--- config.mk ---
export PLATFORM = sky130hd
export DESIGN_NAME = motor_regs
export DESIGN_NICKNAME = d
export VERILOG_FILES = /design/src/design/motor_regs_pkg.sv /design/src/design/motor_reg_decoder.sv /design/src/design/drive_channel.sv /design/src/design/rotation_channel.sv /design/src/design/motor_regs.sv
export SDC_FILE = /design/constraint.sdc
export NUM_CORES = 1
export LEC_CHECK = 0
export BUFFER_PORTS_ARGS = -buffer_cell sky130_fd_sc_hd__buf_4
export CAP_MARGIN = 20
export CORE_MARGIN = 2
export CORE_UTILIZATION = 45
export DETAILED_ROUTE_END_ITERATION = 7
export PLACE_DENSITY = 0.79
export SYNTH_ARGS = -nofsm -noshare
export SYNTH_HDL_FRONTEND = slang
export SYNTH_SLANG_ARGS = --single-unit
--- constraint.sdc ---
create_clock -name clock -period 3.25 [get_ports clock]
set_input_delay 0.325 -clock clock [delete_from_list [all_inputs] [get_ports clock]]
set_output_delay 0.325 -clock clock [all_outputs]
set_load 0.1 [all_outputs]
--- src/design/motor_regs_pkg.sv ---
// Register map, field positions and payload types of the motor register bus
// Imported by the decoder, the channel blocks and the top level
package motor_regs_pkg;

    // Bus and payload types
    typedef logic [5:0]  reg_addr_t;    // 6-bit register address
    typedef logic [7:0]  reg_byte_t;    // One register word
    typedef logic [11:0] angle_t;       // Target and current angle
    typedef logic [5:0]  adc_temp_t;    // Motor temperature from ADC
    typedef logic [4:0]  drive_pwm_t;   // Drive duty
    typedef logic [7:0]  pid_kp_t;      // Proportional constant, 4.4
    typedef logic [3:0]  pid_kik_t;     // Integral or derivative constant, 0.4
    typedef logic [5:0]  ovrd_ratio_t;  // Override duty

    // Channel counts, fixed by the map
    localparam int NUM_DRIVE = 4;
    localparam int NUM_ROT   = 4;
    localparam int ROT_REGS  = 7;       // Registers per rotation block

    // Broadcast writes hit every drive control register
    localparam reg_addr_t ADDR_BCAST_ALL   = 6'h01;
    localparam reg_addr_t ADDR_BCAST_DRIVE = 6'h03;

    // Drive channels: control at base + 2*n, status right after
    localparam reg_addr_t ADDR_DRIVE_BASE = 6'h04;
    localparam int        DRIVE_STRIDE    = 2;
    localparam int        DRIVE_CTRL      = 0;  // Byte index of control
    localparam int        DRIVE_STATUS    = 1;  // Byte index of status

    // Rotation blocks start here, ROT_REGS apart
    localparam reg_addr_t ADDR_ROT_BASE = 6'h0C;

    // Offsets inside a rotation block
    localparam int ROT_CTRL   = 0;
    localparam int ROT_TGT_LO = 1;
    localparam int ROT_CUR_LO = 2;
    localparam int ROT_CUR_HI = 3;      // Read: angle high, write: command
    localparam int ROT_KP     = 4;
    localparam int ROT_KIKD   = 5;
    localparam int ROT_OVRD   = 6;

    // Command bits written to ROT_CUR_HI
    localparam int CMD_ABORT_BIT  = 4;
    localparam int CMD_UPDATE_BIT = 5;
    localparam int CMD_SNAP_BIT   = 6;

    // Drive control fields, pwm in the low bits
    localparam int BRAKE_BIT  = 7;
    localparam int ENABLE_BIT = 6;
    localparam int DIR_BIT    = 5;

    // Rotation control fields
    localparam int ROT_ENABLE_BIT   = 6;
    localparam int STALL_BIT        = 5;
    localparam int STARTUP_FAIL_BIT = 4;  // Hardware status, not writable
    localparam int TGT_HI_MSB       = 3;
    localparam int TGT_HI_LSB       = 0;

    // PWM override fields, ratio in the low bits
    localparam int OVRD_EN_BIT  = 7;
    localparam int OVRD_DIR_BIT = 6;

endpackage

--- src/design/motor_reg_decoder.sv ---
`timescale 1ns/10ps
// Address decode for the motor register bus
// Makes the per-channel write strobes and registers the selected read byte
module motor_reg_decoder (
    input  logic                                 clock,
    input  logic                                 rst_n,
    input  motor_regs_pkg::reg_addr_t            address,
    input  logic                                 write_en,
    input  logic                                 read_en,
    input  motor_regs_pkg::reg_byte_t
           [motor_regs_pkg::NUM_DRIVE-1:0][1:0]  drive_rd_bytes,  // Control, status
    input  motor_regs_pkg::reg_byte_t
           [motor_regs_pkg::NUM_ROT-1:0][motor_regs_pkg::ROT_REGS-1:0] rot_rd_bytes,
    output logic [motor_regs_pkg::NUM_DRIVE-1:0] drive_wr,        // Includes broadcasts
    output logic [motor_regs_pkg::NUM_ROT-1:0][motor_regs_pkg::ROT_REGS-1:0] rot_wr,
    output motor_regs_pkg::reg_byte_t            rd_data
);

    import motor_regs_pkg::*;

    logic      bcast;   // Either broadcast address
    reg_byte_t rd_sel;  // Byte at address, zero if unmapped

    assign bcast = (address == ADDR_BCAST_ALL) || (address == ADDR_BCAST_DRIVE);

    // Write strobes
    always_comb begin
        for (int d = 0; d < NUM_DRIVE; d++) begin
            drive_wr[d] = write_en &&
                          (bcast ||
                           (address == reg_addr_t'(ADDR_DRIVE_BASE + DRIVE_STRIDE * d)));
        end
        // One-hot per rotation block, one bit per register
        for (int r = 0; r < NUM_ROT; r++) begin
            for (int k = 0; k < ROT_REGS; k++) begin
                rot_wr[r][k] = write_en &&
                               (address == reg_addr_t'(ADDR_ROT_BASE + ROT_REGS * r + k));
            end
        end
    end

    // Read mux
    always_comb begin
        rd_sel = '0;  // Reserved and unmapped read zero
        for (int d = 0; d < NUM_DRIVE; d++) begin
            if (address == reg_addr_t'(ADDR_DRIVE_BASE + DRIVE_STRIDE * d + DRIVE_CTRL)) begin
                rd_sel = drive_rd_bytes[d][DRIVE_CTRL];
            end
            if (address == reg_addr_t'(ADDR_DRIVE_BASE + DRIVE_STRIDE * d + DRIVE_STATUS)) begin
                rd_sel = drive_rd_bytes[d][DRIVE_STATUS];
            end
        end
        for (int r = 0; r < NUM_ROT; r++) begin
            for (int k = 0; k < ROT_REGS; k++) begin
                if (address == reg_addr_t'(ADDR_ROT_BASE + ROT_REGS * r + k)) begin
                    rd_sel = rot_rd_bytes[r][k];
                end
            end
        end
    end

    // Read data holds between reads
    always_ff @(posedge clock or negedge rst_n) begin
        if (!rst_n) begin
            rd_data <= '0;
        end else if (read_en) begin
            rd_data <= rd_sel;  // Visible from the read edge on
        end
    end

endmodule

--- src/design/drive_channel.sv ---
`timescale 1ns/10ps
// One drive motor channel: writable control byte and sampled status byte
// Instantiated once per drive motor by the top level
module drive_channel (
    input  logic                        clock,
    input  logic                        rst_n,
    input  logic                        wr,            // Own address or broadcast
    input  motor_regs_pkg::reg_byte_t   wr_data,
    input  logic                        fault,         // From motor driver
    input  logic                        startup_fail,
    input  motor_regs_pkg::adc_temp_t   adc_temp,
    output logic                        brake,
    output logic                        enable,
    output logic                        direction,
    output motor_regs_pkg::drive_pwm_t  pwm,
    output motor_regs_pkg::reg_byte_t   ctrl_byte,     // For read-back
    output motor_regs_pkg::reg_byte_t   status_byte
);

    import motor_regs_pkg::*;

    // Control register
    always_ff @(posedge clock or negedge rst_n) begin
        if (!rst_n) begin
            ctrl_byte <= '0;  // Motor off, brake released
        end else if (wr) begin
            ctrl_byte <= wr_data;
        end
    end

    // Control fields
    assign brake     = ctrl_byte[BRAKE_BIT];
    assign enable    = ctrl_byte[ENABLE_BIT];
    assign direction = ctrl_byte[DIR_BIT];
    assign pwm       = ctrl_byte[$bits(drive_pwm_t)-1:0];  // Duty in low bits

    // Status sampled every clock
    // Read-back lags the inputs by two edges
    always_ff @(posedge clock) begin
        status_byte <= {fault, startup_fail, adc_temp};
    end

endmodule

--- src/design/rotation_channel.sv ---
`timescale 1ns/10ps
// One swerve rotation channel: seven-register block with PID constants,
// PWM override, angle snapshot and the update/abort command pulses
module rotation_channel (
    input  logic                                  clock,
    input  logic                                  rst_n,
    input  logic [motor_regs_pkg::ROT_REGS-1:0]   wr,            // One-hot per register
    input  motor_regs_pkg::reg_byte_t             wr_data,
    input  logic                                  startup_fail,  // Shared by all blocks
    input  motor_regs_pkg::angle_t                current_angle,
    input  logic                                  angle_done,
    output logic                                  enable,
    output logic                                  enable_stall_chk,
    output motor_regs_pkg::angle_t                target_angle,
    output motor_regs_pkg::pid_kp_t               kp,
    output motor_regs_pkg::pid_kik_t              ki,
    output motor_regs_pkg::pid_kik_t              kd,
    output logic                                  rot_pwm_ovrd,
    output logic                                  pwm_dir_ovrd,
    output motor_regs_pkg::ovrd_ratio_t           pwm_ratio_ovrd,
    output logic                                  update_angle,  // One-cycle pulse
    output logic                                  abort_angle,   // One-cycle pulse
    output motor_regs_pkg::reg_byte_t [motor_regs_pkg::ROT_REGS-1:0] reg_bytes
);

    import motor_regs_pkg::*;

    reg_byte_t ctrl_q;    // Enable, stall check, target high nibble
    reg_byte_t tgt_lo_q;  // Target angle low byte
    reg_byte_t kp_q;
    reg_byte_t kikd_q;    // Ki high nibble, kd low nibble
    reg_byte_t ovrd_q;
    angle_t    snap_q;    // Angle frozen by the snap command
    reg_byte_t cur_lo_q;
    reg_byte_t cur_hi_q;
    logic      cmd_wr;    // Write to the command address

    assign cmd_wr = wr[ROT_CUR_HI];

    // Writable registers
    always_ff @(posedge clock or negedge rst_n) begin
        if (!rst_n) begin
            ctrl_q   <= '0;
            tgt_lo_q <= '0;
            kp_q     <= '0;
            kikd_q   <= '0;
            ovrd_q   <= '0;
        end else begin
            if (wr[ROT_CTRL]) begin
                // Bit 4 reports startup fail, the written bit is dropped
                ctrl_q <= {wr_data[7:STARTUP_FAIL_BIT+1], startup_fail,
                           wr_data[STARTUP_FAIL_BIT-1:0]};
            end
            if (wr[ROT_TGT_LO]) tgt_lo_q <= wr_data;
            if (wr[ROT_KP])     kp_q     <= wr_data;
            if (wr[ROT_KIKD])   kikd_q   <= wr_data;
            if (wr[ROT_OVRD])   ovrd_q   <= wr_data;
        end
    end

    // Command pulses and snapshot
    always_ff @(posedge clock or negedge rst_n) begin
        if (!rst_n) begin
            update_angle <= 1'b0;
            abort_angle  <= 1'b0;
            snap_q       <= '0;
        end else begin
            update_angle <= cmd_wr && wr_data[CMD_UPDATE_BIT];  // Drops next cycle
            abort_angle  <= cmd_wr && wr_data[CMD_ABORT_BIT];
            // Both halves read later come from one capture, no tearing
            if (cmd_wr && wr_data[CMD_SNAP_BIT]) begin
                snap_q <= current_angle;
            end
        end
    end

    // Current angle read registers, refreshed every clock
    always_ff @(posedge clock) begin
        cur_lo_q <= snap_q[7:0];
        cur_hi_q <= {angle_done, 3'b000, snap_q[$bits(angle_t)-1:8]};
    end

    // Control and target fields
    assign enable           = ctrl_q[ROT_ENABLE_BIT];
    assign enable_stall_chk = ctrl_q[STALL_BIT];
    assign target_angle     = {ctrl_q[TGT_HI_MSB:TGT_HI_LSB], tgt_lo_q};

    // PID constants
    assign kp = kp_q;
    assign ki = kikd_q[7:$bits(pid_kik_t)];
    assign kd = kikd_q[$bits(pid_kik_t)-1:0];

    // Override fields
    assign rot_pwm_ovrd   = ovrd_q[OVRD_EN_BIT];
    assign pwm_dir_ovrd   = ovrd_q[OVRD_DIR_BIT];
    assign pwm_ratio_ovrd = ovrd_q[$bits(ovrd_ratio_t)-1:0];

    // Read-back bytes in block order
    assign reg_bytes[ROT_CTRL]   = ctrl_q;
    assign reg_bytes[ROT_TGT_LO] = tgt_lo_q;
    assign reg_bytes[ROT_CUR_LO] = cur_lo_q;
    assign reg_bytes[ROT_CUR_HI] = cur_hi_q;
    assign reg_bytes[ROT_KP]     = kp_q;
    assign reg_bytes[ROT_KIKD]   = kikd_q;
    assign reg_bytes[ROT_OVRD]   = ovrd_q;

endmodule

--- src/design/motor_regs.sv ---
`timescale 1ns/10ps
// Top of the motor register file: bus decoder, four drive channels and
// four rotation channels, all on the byte-wide register bus
module motor_regs (
    input  logic                                       clock,
    input  logic                                       rst_n,
    // Register bus
    input  motor_regs_pkg::reg_addr_t                  address,
    input  logic                                       write_en,
    input  motor_regs_pkg::reg_byte_t                  wr_data,
    input  logic                                       read_en,
    output motor_regs_pkg::reg_byte_t                  rd_data,
    // Drive motors
    input  logic [motor_regs_pkg::NUM_DRIVE-1:0]       fault,
    input  motor_regs_pkg::adc_temp_t [motor_regs_pkg::NUM_DRIVE-1:0] adc_temp,
    input  logic [motor_regs_pkg::NUM_DRIVE:0]         startup_fail,  // Top bit for rotation
    output logic [motor_regs_pkg::NUM_DRIVE-1:0]       brake,
    output logic [motor_regs_pkg::NUM_DRIVE-1:0]       enable,
    output logic [motor_regs_pkg::NUM_DRIVE-1:0]       direction,
    output motor_regs_pkg::drive_pwm_t [motor_regs_pkg::NUM_DRIVE-1:0] pwm,
    // Rotation motors
    output logic [motor_regs_pkg::NUM_ROT-1:0]         rot_enable,
    output logic [motor_regs_pkg::NUM_ROT-1:0]         enable_stall_chk,
    output motor_regs_pkg::pid_kp_t [motor_regs_pkg::NUM_ROT-1:0]     kp,
    output motor_regs_pkg::pid_kik_t [motor_regs_pkg::NUM_ROT-1:0]    ki,
    output motor_regs_pkg::pid_kik_t [motor_regs_pkg::NUM_ROT-1:0]    kd,
    output logic [motor_regs_pkg::NUM_ROT-1:0]         rot_pwm_ovrd,
    output logic [motor_regs_pkg::NUM_ROT-1:0]         pwm_dir_ovrd,
    output motor_regs_pkg::ovrd_ratio_t [motor_regs_pkg::NUM_ROT-1:0] pwm_ratio_ovrd,
    output motor_regs_pkg::angle_t [motor_regs_pkg::NUM_ROT-1:0]      target_angle,
    input  motor_regs_pkg::angle_t [motor_regs_pkg::NUM_ROT-1:0]      current_angle,
    output logic [motor_regs_pkg::NUM_ROT-1:0]         update_angle,
    output logic [motor_regs_pkg::NUM_ROT-1:0]         abort_angle,
    input  logic [motor_regs_pkg::NUM_ROT-1:0]         angle_done
);

    import motor_regs_pkg::*;

    logic [NUM_DRIVE-1:0]                drive_wr;        // Drive control strobes
    logic [NUM_ROT-1:0][ROT_REGS-1:0]    rot_wr;          // Per-register strobes
    reg_byte_t [NUM_DRIVE-1:0][1:0]      drive_rd_bytes;  // Control and status
    reg_byte_t [NUM_ROT-1:0][ROT_REGS-1:0] rot_rd_bytes;

    motor_reg_decoder decoder_i (
        .clock          (clock),
        .rst_n          (rst_n),
        .address        (address),
        .write_en       (write_en),
        .read_en        (read_en),
        .drive_rd_bytes (drive_rd_bytes),
        .rot_rd_bytes   (rot_rd_bytes),
        .drive_wr       (drive_wr),
        .rot_wr         (rot_wr),
        .rd_data        (rd_data)
    );

    // Drive channels at 0x04..0x0B
    for (genvar d = 0; d < NUM_DRIVE; d++) begin : g_drive
        drive_channel drive_i (
            .clock        (clock),
            .rst_n        (rst_n),
            .wr           (drive_wr[d]),
            .wr_data      (wr_data),
            .fault        (fault[d]),
            .startup_fail (startup_fail[d]),
            .adc_temp     (adc_temp[d]),
            .brake        (brake[d]),
            .enable       (enable[d]),
            .direction    (direction[d]),
            .pwm          (pwm[d]),
            .ctrl_byte    (drive_rd_bytes[d][DRIVE_CTRL]),
            .status_byte  (drive_rd_bytes[d][DRIVE_STATUS])
        );
    end

    // Rotation blocks at 0x0C..0x27
    for (genvar r = 0; r < NUM_ROT; r++) begin : g_rot
        rotation_channel rot_i (
            .clock            (clock),
            .rst_n            (rst_n),
            .wr               (rot_wr[r]),
            .wr_data          (wr_data),
            .startup_fail     (startup_fail[NUM_DRIVE]),  // Shared rotation fail bit
            .current_angle    (current_angle[r]),
            .angle_done       (angle_done[r]),
            .enable           (rot_enable[r]),
            .enable_stall_chk (enable_stall_chk[r]),
            .target_angle     (target_angle[r]),
            .kp               (kp[r]),
            .ki               (ki[r]),
            .kd               (kd[r]),
            .rot_pwm_ovrd     (rot_pwm_ovrd[r]),
            .pwm_dir_ovrd     (pwm_dir_ovrd[r]),
            .pwm_ratio_ovrd   (pwm_ratio_ovrd[r]),
            .update_angle     (update_angle[r]),
            .abort_angle      (abort_angle[r]),
            .reg_bytes        (rot_rd_bytes[r])
        );
    end

endmodule

### Word-level counts from Yosys, hierarchy flattened

Cells that the tools add are included.
W data, S select, Z words.

* equality and inequality tests: 38
* muxes and demuxes: 36
* reductions and logical operators: 45

Operators with widths (number)
* $mux W8: 36
* $eq A6 B5 Y1 const B: 16
* $eq A6 B4 Y1 const B: 8
* $eq A6 B6 Y1 const B: 8
* $logic_and A1 B1 Y1: 40
* $eq A6 B3 Y1 const B: 4
* $eq A6 B1 Y1 const B: 1
* $eq A6 B2 Y1 const B: 1
* $logic_or A1 B1 Y1: 5

* flip-flop bits (word level): 340
* input bits: 103
* output and inout port bits: 200
* word-level logic and storage cells: 168

### Logic depth before layout (Yosys ltp)

* depth after elaboration: 37
* gate-level depth with buffers: 11
* mapped depth without buffers: 7

### Hierarchy

Synthesis repeated with hierarchy kept, for this count alone.

* cells, all modules: 1453
* area, all modules: 16798.6 um^2

Modules (own cells, without submodules)
* rotation_channel: instances 4, cells each 170, area an instance 2601.2 um^2, sequential area each 1611.5 um^2
* motor_reg_decoder: instances 1, cells each 641, area an instance 4186.5 um^2, sequential area each 200.2 um^2
* drive_channel: instances 4, cells each 33, area an instance 551.8 um^2, sequential area each 360.3 um^2

### Worst setup path after synthesis

Ideal clock, no wire load.

* path kind: input to register
* start point: in address[2]
* end point: reg g_rot[1].rot_i.ctrl_q[4]
* library setup time: 0.125 ns
* data arrival time: 2.088 ns
* required time: 3.125 ns
* slack: 1.037 ns
* stages: 6
* path buffers: 3
* path through: buf_6 or4b_1 clkbuf_1 buf_1 nor2_2 mux2_2

* cells in the longest elaborated chain, start to end: 2

RTL lines
* start: declaration: line motor_regs.sv:8 `input motor_regs_pkg::reg_addr_t address,`
* $eq A6 B5 Y1: line motor_reg_decoder.sv:37 `(address == reg_addr_t'(ADDR_ROT_BASE + ROT_REGS * r + k));`
* $logic_and A1 B1 Y1: line motor_reg_decoder.sv:36 `rot_wr[r][k] = write_en &&`
* end signal: assignment: line rotation_channel.sv:51 `ctrl_q <= {wr_data[7:STARTUP_FAIL_BIT+1], startup_fail,`
* end: declaration: line rotation_channel.sv:28 `reg_byte_t ctrl_q;`

Every way passes these cells.
A chain may end at the register's enable or synchronous reset.

### Final worst setup path

* start point: in address[2]
* end point: reg decoder_i.rd_data[3]

* cells in the longest elaborated chain, start to end: 37
* elaborated cells between the ends (all ways): 72
* those cells by class: eq/ne (36); mux (36)

RTL lines
* $eq A6 B3 Y1: line motor_reg_decoder.sv:46 `if (address == reg_addr_t'(ADDR_DRIVE_BASE + DRIVE_STRIDE * d + DRIVE_CTRL)) begin`
* $mux W8: line motor_reg_decoder.sv:46
* $mux W8: line motor_reg_decoder.sv:49 `if (address == reg_addr_t'(ADDR_DRIVE_BASE + DRIVE_STRIDE * d + DRIVE_STATUS)) begin`
* $mux W8: line motor_reg_decoder.sv:46
* $mux W8: line motor_reg_decoder.sv:49
* $mux W8: line motor_reg_decoder.sv:46
* $mux W8: line motor_reg_decoder.sv:49
* $mux W8: line motor_reg_decoder.sv:46
* $mux W8: line motor_reg_decoder.sv:49
* $mux W8 (27 in series): line motor_reg_decoder.sv:55 `if (address == reg_addr_t'(ADDR_ROT_BASE + ROT_REGS * r + k)) begin`
* $mux W8 *: line motor_reg_decoder.sv:55
* end signal: assignment: line motor_reg_decoder.sv:67 `rd_data <= rd_sel;`
* end: declaration: line motor_reg_decoder.sv:16 `output motor_regs_pkg::reg_byte_t rd_data`

Every way passes the cells marked *; elsewhere a longest branch is shown, timed or not.

==> report_table.html <==
<table>
<tr><th>Metric</th><th>Value</th></tr>
<tr><th colspan="2">Place</th></tr>
<tr><td>Standard cell area after detailed placement</td><td>0.0175 mm²</td></tr>
<tr><td>Dpl hpwl</td><td>39.6 mm</td></tr>
<tr><td>Placer's final routability congestion estimate</td><td>0.984</td></tr>
<tr><td>Post-Place Worst Slack</td><td>320 ps</td></tr>
<tr><td>Number of port buffers</td><td>302</td></tr>
<tr><td># placed instances</td><td>1923</td></tr>
<tr><th colspan="2">Setup path</th></tr>
<tr><td>Reg2reg path depth</td><td>7</td></tr>
<tr><td>Worst setup EP type</td><td>register</td></tr>
<tr><td>Data required, critical path</td><td>3680 ps</td></tr>
<tr><td>Setup CP Type</td><td>input port to register</td></tr>
<tr><td>Endpoint of the worst register-to-register path</td><td>decoder_i.rd_data[2]</td></tr>
<tr><td>Minimum setup slack among reg-to-reg paths</td><td>1110 ps</td></tr>
<tr><td>Startpoint of the lowest-slack register-to-register path</td><td>g_drive[1].drive_i.ctrl_byte[2]</td></tr>
<tr><td>Arrival time of the worst setup path</td><td>2960 ps</td></tr>
<tr><td>Max Fanout on Critical Path</td><td>27</td></tr>
<tr><td>CP Launch Type</td><td>input port</td></tr>
<tr><th colspan="2">Logic synthesis</th></tr>
<tr><td>Share of the synthesized area in compound gates (AO/OA/AOI/OAI)</td><td>10.5%</td></tr>
<tr><td>Post-Synth Simple-Gate Area</td><td>7.14%</td></tr>
<tr><td>Post-Synth XOR/XNOR Area</td><td>0%</td></tr>
<tr><td>Number of distinct library cells after synthesis</td><td>79</td></tr>
<tr><td>Commonest register cell after synthesis</td><td>sky130_fd_sc_hd__dfrtp_1</td></tr>
<tr><td>Cell area after technology mapping</td><td>0.0161 mm²</td></tr>
<tr><td>Sequential share of the synthesized area</td><td>50.3%</td></tr>
<tr><td>Warning count from the yosys run</td><td>0</td></tr>
<tr><td>Mapped Cells</td><td>1395</td></tr>
<tr><td>Post-synthesis async set-or-reset flop share</td><td>75.3%</td></tr>
<tr><td>Main combinational cell family by area after synthesis</td><td>multiplexers</td></tr>
<tr><td>Nets in the synthesized netlist</td><td>1498</td></tr>
<tr><td>Average size of a mapped cell</td><td>11.5 µm²</td></tr>
<tr><td>Number of flops mapped to enable cells by yosys</td><td>0</td></tr>
<tr><td>Portion of netlist area occupied by mux cells</td><td>20.3%</td></tr>
<tr><td>Adder and majority cell fraction of the synthesized area</td><td>0%</td></tr>
<tr><td>Total of flip-flops plus latches after synthesis</td><td>340</td></tr>
<tr><th colspan="2">Clocking</th></tr>
<tr><td>Clk slew on worst S/H paths</td><td>60 ps</td></tr>
<tr><td>H-tree depth reported by CTS</td><td>2</td></tr>
<tr><td>Number of buffers between clock root and the deepest sink</td><td>3</td></tr>
<tr><td>Sink Count</td><td>340</td></tr>
<tr><td>Insertion delay of the later-clocked pin in the worst-skew pair</td><td>550 ps</td></tr>
<tr><td>Cts bufs inserted</td><td>37</td></tr>
<tr><td>CTS root buffer</td><td>sky130_fd_sc_hd__clkbuf_16</td></tr>
<tr><td>Clock tree from TritonCTS</td><td>yes</td></tr>
<tr><td>Number of post-CTS setup repair buffers</td><td>0</td></tr>
<tr><th colspan="2">Min path</th></tr>
<tr><td>Worst hold-check path type</td><td>input port to register</td></tr>
<tr><td>Worst hold path depth</td><td>2</td></tr>
<tr><td>Start point of the worst min-delay path</td><td>current_angle[7]</td></tr>
<tr><td>Worst min-delay path endpoint</td><td>g_rot[0].rot_i.snap_q[7]</td></tr>
<tr><th colspan="2">Power</th></tr>
<tr><td>PwrDens</td><td>736 mW/mm²</td></tr>
<tr><td>Share of total power in combinational logic</td><td>32.1%</td></tr>
<tr><td>Switching Share</td><td>40.9%</td></tr>
<tr><td>Peak VDD IR</td><td>0.546 mV</td></tr>
<tr><td>Clock power share</td><td>30.7%</td></tr>
<tr><td>Net switching power of the design</td><td>5.78 mW</td></tr>
<tr><td>Int Power</td><td>8.34 mW</td></tr>
<tr><td>Fraction of power consumed by sequential logic</td><td>37.1%</td></tr>
<tr><td>Leak</td><td>8.94 nW</td></tr>
<tr><th colspan="2">Route</th></tr>
<tr><td>Initial DRC count</td><td>1238</td></tr>
<tr><td>Post-DR wirelength/cell</td><td>27.1 µm</td></tr>
<tr><td>Drt via density</td><td>5.97</td></tr>
<tr><td>Pre-Repair DR Iteration Count</td><td>7</td></tr>
<tr><td>Total vias in the final route</td><td>12100</td></tr>
<tr><td>Residual antenna-violating net count after detailed routing</td><td>0</td></tr>
<tr><td>DRC Markers</td><td>0</td></tr>
<tr><td>Overall routed net length</td><td>55.1 mm</td></tr>
<tr><th colspan="2">Floorplan</th></tr>
<tr><td>I/O Pins</td><td>303</td></tr>
<tr><td>Floorplan die area</td><td>0.0373 mm²</td></tr>
<tr><td>Floorplan Core Area</td><td>0.0354 mm²</td></tr>
<tr><td># rows</td><td>69</td></tr>
<tr><td>Initial Utilization</td><td>45.4%</td></tr>
<tr><td>Chip height</td><td>193 µm</td></tr>
<tr><td>Die Width</td><td>193 µm</td></tr>
<tr><th colspan="2">GRT</th></tr>
<tr><td>Pin count of the biggest net entering global routing</td><td>106</td></tr>
<tr><td>GRT Util Overall</td><td>29.3%</td></tr>
<tr><td>Wire length of the first global-routing pass</td><td>80.1 mm</td></tr>
<tr><td>Number of global-route vias before repair</td><td>12100</td></tr>
<tr><td>Global route total overflow</td><td>0</td></tr>
<tr><td>Initial antenna violation count</td><td>1</td></tr>
<tr><th colspan="2">Status</th></tr>
<tr><td>Result of the run</td><td>finished clean</td></tr>
<tr><th colspan="2">Finish</th></tr>
<tr><td>Number of antenna cells inserted</td><td>0</td></tr>
<tr><td>Number of nets in the layout</td><td>1643</td></tr>
<tr><td>Most frequent standard cell in the layout excluding fill and tap cells</td><td>sky130_fd_sc_hd__buf_4</td></tr>
<tr><td>Layout cells sized above 1</td><td>44.0%</td></tr>
<tr><td>Area added between synthesis and finish</td><td>19.2%</td></tr>
<tr><td>Final cell count without fillers</td><td>2030</td></tr>
<tr><td>Most frequent cells in the layout</td><td>sky130_fd_sc_hd__buf_4 (346), sky130_fd_sc_hd__dfrtp_1 (256), sky130_fd_sc_hd__mux2_2 (250)</td></tr>
<tr><td>Final Cell Area</td><td>0.0192 mm²</td></tr>
<tr><th colspan="2">Flow run</th></tr>
<tr><td>MaxCap Viol Count</td><td>0</td></tr>
<tr><th colspan="2">Timing</th></tr>
<tr><td>Measured slew at the worst slew-check pin</td><td>864 ps</td></tr>
<tr><td>Unrepaired setup endpoints after global routing</td><td>false</td></tr>
<tr><td>Max frequency</td><td>396 MHz</td></tr>
<tr><td>Worst slack on hold paths</td><td>6.55 ps</td></tr>
<tr><td>Final setup viols</td><td>0</td></tr>
<tr><td>Setup TNS</td><td>0 ps</td></tr>
<tr><td>Clock period minus final worst setup slack</td><td>2530 ps</td></tr>
<tr><td>Final period util</td><td>77.8%</td></tr>
<tr><td>Max-Slew Margin vs Limit</td><td>42.4%</td></tr>
<tr><td>Maximum clock skew at final layout</td><td>27.1 ps</td></tr>
<tr><td>Total count of hold-check failures in the final report</td><td>0</td></tr>
<tr><td>Fin. max-slew vios</td><td>0</td></tr>
<tr><td>Final critical-path setup slack</td><td>723 ps</td></tr>
</table>
==> cell families (layout without fill, tap and decap cells) <==
family,count (synthesis),after routing
muxes,285,285
buffers and inverters,292,466
DFF,340,340
and+or+nand+nor,223,223
AOI/OAI and AO/OA,255,255
==> worst max path at each step <==
stage | from | to | slack (ps) | cells past startpoint
2_1_floorplan | address[2] | g_rot[1].rot_i.ctrl_q[4] | 1040 | 6
3_3_place_gp | address[2] | decoder_i.rd_data[3] | 290 | 8
3_5_place_dp | address[2] | decoder_i.rd_data[3] | 320 | 8
4_1_cts | address[2] | decoder_i.rd_data[3] | 860 | 8
5_1_grt | address[2] | decoder_i.rd_data[3] | 720 | 8
6_report | address[2] | decoder_i.rd_data[3] | 720 | 8
==> synthesized netlist by cell type (5+ instances only) <==
library cell	n	area share (%)
sky130_fd_sc_hd__nor3_1	12	0.37
sky130_fd_sc_hd__a32oi_1	5	0.27
sky130_fd_sc_hd__or3_1	5	0.19
sky130_fd_sc_hd__a21oi_1	60	1.9
sky130_fd_sc_hd__a22oi_1	7	0.33
sky130_fd_sc_hd__o211ai_1	7	0.33
sky130_fd_sc_hd__nor2_1	71	1.7
sky130_fd_sc_hd__o221ai_1	15	0.82
sky130_fd_sc_hd__buf_4	193	9.0
sky130_fd_sc_hd__a31oi_1	11	0.43
sky130_fd_sc_hd__nor2b_1	10	0.39
sky130_fd_sc_hd__o21ai_0	61	1.9
sky130_fd_sc_hd__and3_1	6	0.23
sky130_fd_sc_hd__buf_2	38	1.2
sky130_fd_sc_hd__nand3_1	16	0.50
sky130_fd_sc_hd__nand2_1	56	1.3
sky130_fd_sc_hd__dfxtp_1	84	10
sky130_fd_sc_hd__a221o_1	5	0.31
sky130_fd_sc_hd__mux4_2	8	1.1
sky130_fd_sc_hd__inv_1	7	0.16
sky130_fd_sc_hd__mux2i_1	27	1.7
sky130_fd_sc_hd__dfrtp_1	256	40
sky130_fd_sc_hd__a32o_1	5	0.31
sky130_fd_sc_hd__clkbuf_1	44	1.0
sky130_fd_sc_hd__o22ai_1	20	0.78
sky130_fd_sc_hd__buf_1	5	0.12
sky130_fd_sc_hd__nor2_2	6	0.23
sky130_fd_sc_hd__a211oi_1	11	0.51
sky130_fd_sc_hd__mux2_2	250	18
==> flip-flops by register name (all words and copies together), names as in the netlist, 20 cells and up <==
signal,cells
g_rot.rot_i.ovrd_q,32
g_rot.rot_i.tgt_lo_q,32
g_rot.rot_i.cur_hi_q,20
g_rot.rot_i.kikd_q,32
g_rot.rot_i.cur_lo_q,32
g_drive.drive_i.status_byte,32
g_rot.rot_i.ctrl_q,32
g_rot.rot_i.kp,32
g_rot.rot_i.snap_q,48
g_drive.drive_i.ctrl_byte,32
==> critical path: stages <==
cell and delay, ps:
sky130_fd_sc_hd__buf_4 210, sky130_fd_sc_hd__or4b_1 850, sky130_fd_sc_hd__nor2_1 400, sky130_fd_sc_hd__o22ai_1 120, sky130_fd_sc_hd__a31oi_1 450, sky130_fd_sc_hd__o221ai_1 280, sky130_fd_sc_hd__a21oi_1 220, sky130_fd_sc_hd__o21ai_0 100
==> routing by layer <==
metal	global-route usage (%)	share of wire [%]	vias to the layer above	wire length (µm)
li1	-	-	5112	-
met1	41.4	42	6110	22900
met5	0	0	-	0
met4	10.8	3.8	0	2100
met3	7.11	10	148	5600
met2	43.7	44	739	24400
==> power by group through the flow <==
stage | combinational [mW] | clock (mW) | sequential [mW]
after floorplan | 3.90 | 0 | 5.10
after CTS | 4.53 | 4.36 | 5.23
after global placement | 4.44 | 0 | 5.29
final | 4.53 | 4.34 | 5.24
after detailed placement | 4.48 | 0 | 5.30
after global routing | 4.66 | 4.56 | 5.28
==> timing repair <==
| action | CTS | global route |
|---|---|---|
| hold buffers | 39 | 0 |
| endpoints found under the hold margin | 139 | 0 |
| gates resized for setup | 0 | 0 |
==> final cells by class <==
cell class	count	area (µm²)
Fill cell	3009	16200
Sequential cell	340	8090
Multi-Input combinational cell	763	6130
Timing Repair Buffer	390	3080
Clock buffer	57	1120
Tap cell	461	577
Clock inverter	11	144
Inverter	8	30.0
==> per-stage QoR <==
| stage | utilization [%] | power [mW] |
|---|---|---|
| detailed placement | 49.5 | 9.78 |
| global route | 54.2 | 14.5 |
| CTS | 54.2 | 14.1 |
| floorplan | - | 9.00 |
| finish | 54.2 | 14.1 |
| global placement | 49.5 | 9.73 |
No activity file was read; power rests on OpenSTA's default activity.
